[src/hdl/qspi_pkg.sv]
package qspi_pkg;

    // Bus geometry
    localparam int addr_w   = 24;
    localparam int data_w   = 32;
    localparam int nibble_w = 4;    // IO0..IO3
    localparam int cmd_w    = 8;

    // Phase lengths
    localparam int dummy_clks  = 6;  // Read wait cycles, bus released
    localparam int qe_gap_clks = 2;  // clk cycles with cs_n high after enter-quad

    // RAM commands
    localparam logic [cmd_w-1:0] cmd_quad_enable = 8'h35;  // Only ever sent in SPI mode on IO0
    localparam logic [cmd_w-1:0] cmd_quad_write  = 8'h38;
    localparam logic [cmd_w-1:0] cmd_quad_read   = 8'hEB;

    // Transaction phases
    typedef enum logic [3:0] {
        IDLE,
        QE_SEND,   // Enter-quad command, one bit per SPI clock
        QE_GAP,
        CMD,
        ADDR,
        DUMMY,
        DATA,
        DONE
    } qspi_phase_e;

    // Everything that goes out to the pads
    typedef struct packed {
        logic                sclk;
        logic                cs_n;
        logic [nibble_w-1:0] io_out;
        logic [nibble_w-1:0] io_oe;   // 1 = controller drives the line
    } qspi_pins_t;

endpackage

[src/hdl/mem_req_pkg.sv]
package mem_req_pkg;

    // Host side sizes
    localparam int len_w            = 6;  // Data length field, in bits
    localparam int boot_mode_w      = 2;
    localparam int max_sample_delay = 3;  // Deepest read sample delay in clk

    // Read sample delay in clk, 0 to 3
    typedef logic [boot_mode_w-1:0] boot_mode_t;

    // One host access
    // Presented together with start, held until done or stop
    typedef struct packed {
        logic                          write;   // 1 = write, 0 = read
        logic [qspi_pkg::addr_w-1:0]   addr;
        logic [len_w-1:0]              len;     // Multiple of 4, from 4 to 32
        logic [qspi_pkg::data_w-1:0]   wdata;   // Sent MSB first
    } mem_req_t;

    // Completion back to the host
    typedef struct packed {
        logic                          done;    // One clk pulse
        logic [qspi_pkg::data_w-1:0]   rdata;   // Right justified to len
    } mem_rsp_t;

endpackage

[src/hdl/qspi_sequencer.sv]
`timescale 1ns/100ps

module qspi_sequencer (
    input  logic                  clk,
    input  logic                  rst_n,
    input  logic                  start,
    input  logic                  stop,
    input  mem_req_pkg::mem_req_t req,
    input  logic                  phase_last,
    output qspi_pkg::qspi_phase_e phase,
    output logic                  bit_tick,
    output logic                  done
);
    import qspi_pkg::*;

    qspi_phase_e phase_next;
    logic        quad_mode;     // RAM has taken the enter-quad command
    logic        half;          // SPI half-period toggle
    logic        spi_clocked;   // Phase runs the SPI clock

    assign spi_clocked = (phase == QE_SEND) || (phase == CMD) || (phase == ADDR) ||
                         (phase == DUMMY) || (phase == DATA);

    // Second half of each SPI clock, sclk falls at the end of it
    assign bit_tick = spi_clocked && half;

    assign done = (phase == DONE);

    always_comb begin
        phase_next = phase;
        case (phase)
            IDLE: begin
                if (start) begin
                    phase_next = quad_mode ? CMD : QE_SEND;
                end
            end
            QE_SEND: begin
                if (phase_last) begin
                    phase_next = QE_GAP;
                end
            end
            QE_GAP: begin
                if (phase_last) begin
                    phase_next = CMD;
                end
            end
            CMD: begin
                if (phase_last) begin
                    phase_next = ADDR;
                end
            end
            ADDR: begin
                if (phase_last) begin
                    phase_next = req.write ? DATA : DUMMY;   // Writes need no turnaround
                end
            end
            DUMMY: begin
                if (phase_last) begin
                    phase_next = DATA;
                end
            end
            DATA: begin
                if (phase_last) begin
                    phase_next = DONE;
                end
            end
            DONE:    phase_next = IDLE;
            default: phase_next = IDLE;
        endcase

        // Abort from anywhere, no done pulse
        if (stop) begin
            phase_next = IDLE;
        end
    end

    always_ff @(posedge clk or negedge rst_n) begin
        if (!rst_n) begin
            phase     <= IDLE;
            half      <= 1'b0;
            quad_mode <= 1'b0;
        end else begin
            phase <= phase_next;
            half  <= spi_clocked ? ~half : 1'b0;   // Every phase starts on a low half
            // Last bit is clocked in, the RAM switches when cs_n goes high
            if (phase == QE_SEND && phase_last) begin
                quad_mode <= 1'b1;
            end
        end
    end

    // DONE always falls back to IDLE, so done is a clean pulse
    assert property (@(posedge clk) disable iff (!rst_n) done |=> !done)
        else $error("done held high for more than one cycle");

endmodule

[src/hdl/qspi_shifter.sv]
`timescale 1ns/100ps

module qspi_shifter (
    input  logic                          clk,
    input  logic                          rst_n,
    input  qspi_pkg::qspi_phase_e         phase,
    input  logic                          bit_tick,
    input  logic                          sample,
    input  mem_req_pkg::mem_req_t         req,
    input  logic [qspi_pkg::nibble_w-1:0] io_in,
    output qspi_pkg::qspi_pins_t          pins,
    output logic [qspi_pkg::data_w-1:0]   rdata,
    output logic                          phase_last
);
    import qspi_pkg::*;

    logic [data_w-1:0] shift_out;
    logic [data_w-1:0] shift_in;
    logic [cmd_w-1:0]  cmd;
    logic [3:0]        cnt;         // SPI clocks, samples or gap cycles in this phase
    logic [3:0]        data_clks;   // Nibbles in the data phase
    logic              cnt_en;

    assign cmd       = req.write ? cmd_quad_write : cmd_quad_read;
    assign data_clks = 4'(req.len / nibble_w);

    // End of phase detect
    always_comb begin
        cnt_en     = bit_tick;
        phase_last = 1'b0;
        case (phase)
            QE_SEND: phase_last = bit_tick && (cnt == 4'(cmd_w - 1));
            QE_GAP: begin
                cnt_en     = 1'b1;   // Counted in clk, SPI clock is stopped
                phase_last = (cnt == 4'(qe_gap_clks - 1));
            end
            CMD:     phase_last = bit_tick && (cnt == 4'(cmd_w / nibble_w - 1));
            ADDR:    phase_last = bit_tick && (cnt == 4'(addr_w / nibble_w - 1));
            DUMMY:   phase_last = bit_tick && (cnt == 4'(dummy_clks - 1));
            DATA: begin
                // A read ends on its last delayed sample, not on the last clock
                if (!req.write) begin
                    cnt_en = sample;
                end
                phase_last = cnt_en && (cnt == data_clks - 4'd1);
            end
            default: phase_last = 1'b0;
        endcase
    end

    always_ff @(posedge clk or negedge rst_n) begin
        if (!rst_n) begin
            cnt <= '0;
        end else if (phase == IDLE || phase_last) begin
            cnt <= '0;
        end else if (cnt_en) begin
            cnt <= cnt + 4'd1;
        end
    end

    always_ff @(posedge clk) begin
        if (phase == IDLE || phase == QE_GAP) begin
            // Reloaded after QE_SEND, which shifts this register as well
            shift_out <= {cmd, req.addr};
            shift_in  <= '0;
        end else begin
            if (bit_tick) begin
                if (phase == ADDR && phase_last) begin
                    shift_out <= req.wdata;   // First data nibble ready for DATA
                end else begin
                    shift_out <= shift_out << nibble_w;
                end
            end
            if (phase == DATA && sample) begin
                shift_in <= {shift_in[data_w-nibble_w-1:0], io_in};
            end
        end

        // Valid in the DONE cycle and held until the next access ends
        if (phase == DATA && phase_last) begin
            rdata <= req.write ? '0 : {shift_in[data_w-nibble_w-1:0], io_in};
        end
    end

    // Pad drive
    always_comb begin
        pins.sclk   = bit_tick;   // High in the second half of each SPI clock
        pins.cs_n   = 1'b0;
        pins.io_out = '0;
        pins.io_oe  = '0;
        case (phase)
            QE_SEND: begin
                pins.io_oe  = '1;
                pins.io_out = {3'b111, cmd_quad_enable[~cnt[2:0]]};   // WP# and HOLD# kept high
            end
            CMD, ADDR: begin
                pins.io_oe  = '1;
                pins.io_out = shift_out[data_w-1 -: nibble_w];
            end
            DATA: begin
                if (req.write) begin
                    pins.io_oe  = '1;
                    pins.io_out = shift_out[data_w-1 -: nibble_w];
                end
            end
            DUMMY: pins.io_oe = '0;   // RAM turns the bus around
            default: pins.cs_n = 1'b1;
        endcase
    end

    assert property (@(posedge clk) disable iff (!rst_n) pins.cs_n |-> (pins.io_oe == '0))
        else $error("pads driven while cs_n is high");

endmodule

[src/hdl/read_sample_delay.sv]
`timescale 1ns/100ps

module read_sample_delay (
    input  logic                    clk,
    input  logic                    rst_n,
    input  mem_req_pkg::boot_mode_t boot_mode,
    input  qspi_pkg::qspi_phase_e   phase,
    input  logic                    bit_tick,
    input  logic                    req_write,
    output logic                    sample
);
    import qspi_pkg::*;
    import mem_req_pkg::*;

    boot_mode_t                  mode_q;
    logic                        mode_valid;
    logic                        strobe;
    logic [max_sample_delay-1:0] dly;
    logic [max_sample_delay:0]   taps;

    // sclk is high in this cycle of a read data clock
    assign strobe = bit_tick && (phase == DATA) && !req_write;

    assign taps   = {dly, strobe};   // Tap n is n clk late
    assign sample = taps[mode_q];

    always_ff @(posedge clk or negedge rst_n) begin
        if (!rst_n) begin
            mode_q     <= '0;
            mode_valid <= 1'b0;
            dly        <= '0;
        end else begin
            if (!mode_valid) begin
                mode_q     <= boot_mode;   // Pins are free for other use afterwards
                mode_valid <= 1'b1;
            end
            dly <= {dly[max_sample_delay-2:0], strobe};
        end
    end

    assert property (@(posedge clk) disable iff (!rst_n) mode_valid |=> $stable(mode_q))
        else $error("sample delay code changed after it was latched");

endmodule

[src/hdl/qspi_ram_ctrl.sv]
`timescale 1ns/100ps

module qspi_ram_ctrl (
    input  logic                          clk,
    input  logic                          rst_n,
    input  mem_req_pkg::boot_mode_t       boot_mode,
    input  logic                          start,
    input  logic                          stop,
    input  mem_req_pkg::mem_req_t         req,
    output mem_req_pkg::mem_rsp_t         rsp,
    output qspi_pkg::qspi_pins_t          pins,
    input  logic [qspi_pkg::nibble_w-1:0] io_in
);
    import qspi_pkg::*;

    qspi_phase_e       phase;
    logic              bit_tick;
    logic              phase_last;
    logic              sample;
    logic              done;
    logic [data_w-1:0] rdata;

    qspi_sequencer qspi_sequencer_inst (
        .clk        (clk),
        .rst_n      (rst_n),
        .start      (start),
        .stop       (stop),
        .req        (req),
        .phase_last (phase_last),
        .phase      (phase),
        .bit_tick   (bit_tick),
        .done       (done)
    );

    qspi_shifter qspi_shifter_inst (
        .clk        (clk),
        .rst_n      (rst_n),
        .phase      (phase),
        .bit_tick   (bit_tick),
        .sample     (sample),
        .req        (req),
        .io_in      (io_in),
        .pins       (pins),
        .rdata      (rdata),
        .phase_last (phase_last)
    );

    read_sample_delay read_sample_delay_inst (
        .clk       (clk),
        .rst_n     (rst_n),
        .boot_mode (boot_mode),
        .phase     (phase),
        .bit_tick  (bit_tick),
        .req_write (req.write),
        .sample    (sample)
    );

    assign rsp.done  = done;
    assign rsp.rdata = rdata;

endmodule

[config.mk]
export PLATFORM = sky130hd
export DESIGN_NAME = qspi_ram_ctrl
export DESIGN_NICKNAME = d
export VERILOG_FILES = /design/src/hdl/qspi_pkg.sv /design/src/hdl/mem_req_pkg.sv /design/src/hdl/qspi_sequencer.sv /design/src/hdl/qspi_shifter.sv /design/src/hdl/read_sample_delay.sv /design/src/hdl/qspi_ram_ctrl.sv
export SDC_FILE = /design/constraint.sdc
export NUM_CORES = 1
export LEC_CHECK = 0
export ABC_AREA = 1
export BUFFER_PORTS_ARGS = -buffer_cell sky130_fd_sc_hd__buf_4
export CAP_MARGIN = 20
export CORE_AREA = 2 2 99 101
export DETAILED_ROUTE_END_ITERATION = 8
export DIE_AREA = 0 0 101 103
export PLACE_DENSITY_LB_ADDON = 0.12
export SETUP_SLACK_MARGIN = 0.02
export SYNTH_ARGS = -nofsm -noshare
export SYNTH_HDL_FRONTEND = slang
export SYNTH_SLANG_ARGS = --single-unit
[constraint.sdc]
create_clock -name clk -period 7.37 [get_ports clk]
set_input_delay 0.737 -clock clk [delete_from_list [all_inputs] [get_ports clk]]
set_output_delay 0.737 -clock clk [all_outputs]
set_load 0.02 [all_outputs]
==> metrics.md <==
| Metric | Value |
|---|---|
| Multi-input gate area | 1710 µm² |
| Mapped Avg Cell Area | roughly 9 µm² |
| Arrival time at the worst endpoint | ~3600 ps |
| Worst slew margin | 0.407 |
| Core area | 9460 µm² |
| Run status | finished, final reports clean |
| Die extent in x | around 100 µm |
| Initial DRC count | approximately 200 |
| Cell Pwr Density | 309 nW/µm² |
| Worst VDD drop | about 0.22 mV |
| Hold Fails Final Rpt | 0 |
| Element type at the critical path start | input pin |
| Initial antenna violation count | 0 |
| Synth area leaders | edfxtp_1, dfxtp_1, nand2_1 |
| Net Count, Synth | 654 |
| Total wire length | roughly 11000 µm |
| Share of the synthesized area in the top cell type | 0.380 |
| Placed Instances | 778 |
| FP Rows | 36 |
| GRT Util Overall | 0.208 |
| Post-route design area | 6100 µm² |
| Min Tclk post-route | 3550 ps |
| Setup TNS | 0 ps |
| Worst hold path class | input pin to asynchronous set/reset pin |
| Post-CTS Setup Inserts | 0 |
| Post-synthesis sequential area ratio | 0.565 |
| Max Fclk | 0.281 GHz |
| Post-cts resize count | 0 |
| Max Slew Vio Count | 0 |
| # IOs | ~120 |
| Clk buf depth | 2 |
| GRT Residual Overflow | 0 |
| Remaining DRCs | 0 |
| Final period util | 0.482 |
| I/O Buffers | about 110 |
| Die height | 103 µm |
| Commonest non-fill, non-tap cell in the layout | nand2_1 |
| Gp weighted congestion | 0.854 |
| RSZ-0062 raised after global routing | false |
| DR WL/cell | 13.7 µm |
| Post-DR vias/cell | 5.08 |
| Area post-placement | a little under 6000 µm² |
| CP Max Fanout | 57 |
| Cts bufs inserted | 9 |
| P&R area growth vs syn | 20.7% |
| Die area | 10400 µm² |
| Clock Skew | 12.0 ps |
| First-pass GRT wire length | 16900 µm |
| Mapped cell area | ~5100 µm² |
| CTS tree | built |
| Data required time at the worst endpoint | 7460 ps |
| Slew @ Worst Pin | 886 ps |
| Yosys top cell by area | edfxtp_1 |
| # diodes | 0 |
| Max Cap Viol | 0 |
| DP Wirelength | 7280 µm |
| Worst-skew pair later-pin latency | 360 ps |
| Vias | 4036 |
| Layout cells sized above 1 | 0.229 |
| LEAKAGE | 2.78 nW |
| NumNets Final | 751 |
| H-tree depth | 3 |
| Critical Path End Type | flip-flop |
| Initial DRT Pass Iterations | 5 |
| Final ANT Viol Nets | 0 |
| CTS Sinks | about 110 |
| Pin count of the biggest net entering global routing | 60 |
| Sequential Area | 2860 µm² |
| Seq cells post-synth | 107 |
| Yosys warns | 0 |
| Critical path class | input pin to flip-flop |
| Root Driver | clkbuf_8 |
| Most frequent cells in the layout | nand2_1, buf_4, inv_1, edfxtp_1, nor2_1 |
| Fill cells | between 800 and 900 |
| Vias in the first global route | roughly 3800 |
| Hold-fix buffers, CTS | 0 |
| Initial Util | 0.535 |
| Final setup violation count | 0 |
| Post-synthesis cell type count | 35 |
| Post-Layout Cell Count | 794 |
| Post-synthesis instance total | between 500 and 600 |
| Clock slew at reported path FFs | about 100 ps |
## registers in the layout, summed over array words and instances, names as in the netlist
signal,cells
qspi_sequencer_inst.half,1
qspi_sequencer_inst.phase,3
qspi_sequencer_inst.quad_mode,1
qspi_shifter_inst.cnt,4
qspi_shifter_inst.rdata,32
qspi_shifter_inst.shift_in,28
qspi_shifter_inst.shift_out,32
read_sample_delay_inst.dly,3
read_sample_delay_inst.mode_q,2
read_sample_delay_inst.mode_valid,1
## power by group
part | switching, W | leakage, nW | total (W) | internal (W)
Sequential | 0.0000446 | 1.04 | 0.000842 | 0.000798
Clock | 0.000209 | 0.0916 | 0.000337 | 0.000129
Combinational | 0.000466 | 1.65 | 0.000705 | 0.000239
## Yosys cell counts
library cell	instances
a21oi_1	34
a21oi_2	1
a31oi_1	2
buf_1	1
buf_2	8
buf_4	5
buf_6	1
buf_8	1
clkbuf_1	15
clkinv_1	1
conb_1	1
dfrtp_1	15
dfxtp_1	28
edfxtp_1	64
ha_1	3
inv_1	84
inv_2	3
mux2_2	1
nand2_1	130
nand2_2	12
nand2_4	1
nand3_1	38
nand3_2	1
nand3_4	2
nand3b_1	25
nand4_1	3
nor2_1	57
nor2_4	1
nor3_1	1
nor4_1	1
o2111ai_1	1
o21a_1	4
o21ai_0	31
o22ai_1	1
xor2_1	1
## critical path, cell delays in order
cell,delay (ps)
buf_4,330
inv_1,130
nand2_1,130
nor2_4,50
nand2_1,50
nand2_1,60
nand2_2,650
nand2_2,160
nand3_4,140
nand2_4,200
nand2_2,560
inv_2,230
nand2_1,120
nand3_1,70
## metal layers
metal  wire [µm]  global-route usage  share of wire
met1        4550               0.259           0.42
met2        5350               0.355           0.49
met3         802              0.0617          0.074
met4         178              0.0603          0.016
met5           0                   0              0
## stage by stage
step | hold WS (ps) | utilization | power, W | worst slack [ps]
after floorplan | 354 | - | 0.00137 | 3440
after global placement | 361 | 0.626 | 0.00154 | 3450
after detailed placement | 370 | 0.626 | 0.00156 | 3400
after CTS | 198 | 0.645 | 0.00190 | 3790
after global routing | 201 | 0.645 | 0.00202 | 3450
final | 210 | 0.645 | 0.00188 | 3820
## area by class of cell
| cell class | instances | area share |
|---|---|---|
| Clock buffer | 9 | 0.0203 |
| Clock inverter | 7 | 0.00943 |
| Inverter | 88 | 0.0541 |
| Multi-Input combinational cell | 352 | 0.281 |
| Sequential cell | 107 | 0.468 |
| Tap cell | 114 | 0.0234 |
| Timing Repair Buffer | 117 | 0.144 |
## cells by family after synthesis
| family | count (synthesis) | share of synthesized area |
|---|---|---|
| adders and majority gates | 3 | 0.00742 |
| muxes | 1 | 0.00223 |
| and+or+nand+nor | 272 | 0.248 |
| DFF | 107 | 0.565 |
| other | 1 | 0.000741 |
| buffers and inverters | 119 | 0.0977 |
| AOI/OAI and AO/OA | 74 | 0.0774 |
| xor gates and xnor gates | 1 | 0.00173 |
## final timing paths
kind	slack, ps	to	start	depth (start not counted)
min in group clk	390	read_sample_delay_inst.dly[2]	read_sample_delay_inst.dly[1]	0
hold / removal	210	qspi_sequencer_inst.phase[1]	rst_n	1
setup reg to reg	4110	qspi_shifter_inst.shift_out[27]	qspi_sequencer_inst.phase[1]	12
max in group asynchronous	6980	read_sample_delay_inst.dly[0]	rst_n	1
setup / recovery	3820	qspi_shifter_inst.shift_out[27]	req[62]	14
hold reg to reg	390	read_sample_delay_inst.dly[2]	read_sample_delay_inst.dly[1]	0
Power figures use the tool's default switching activity.
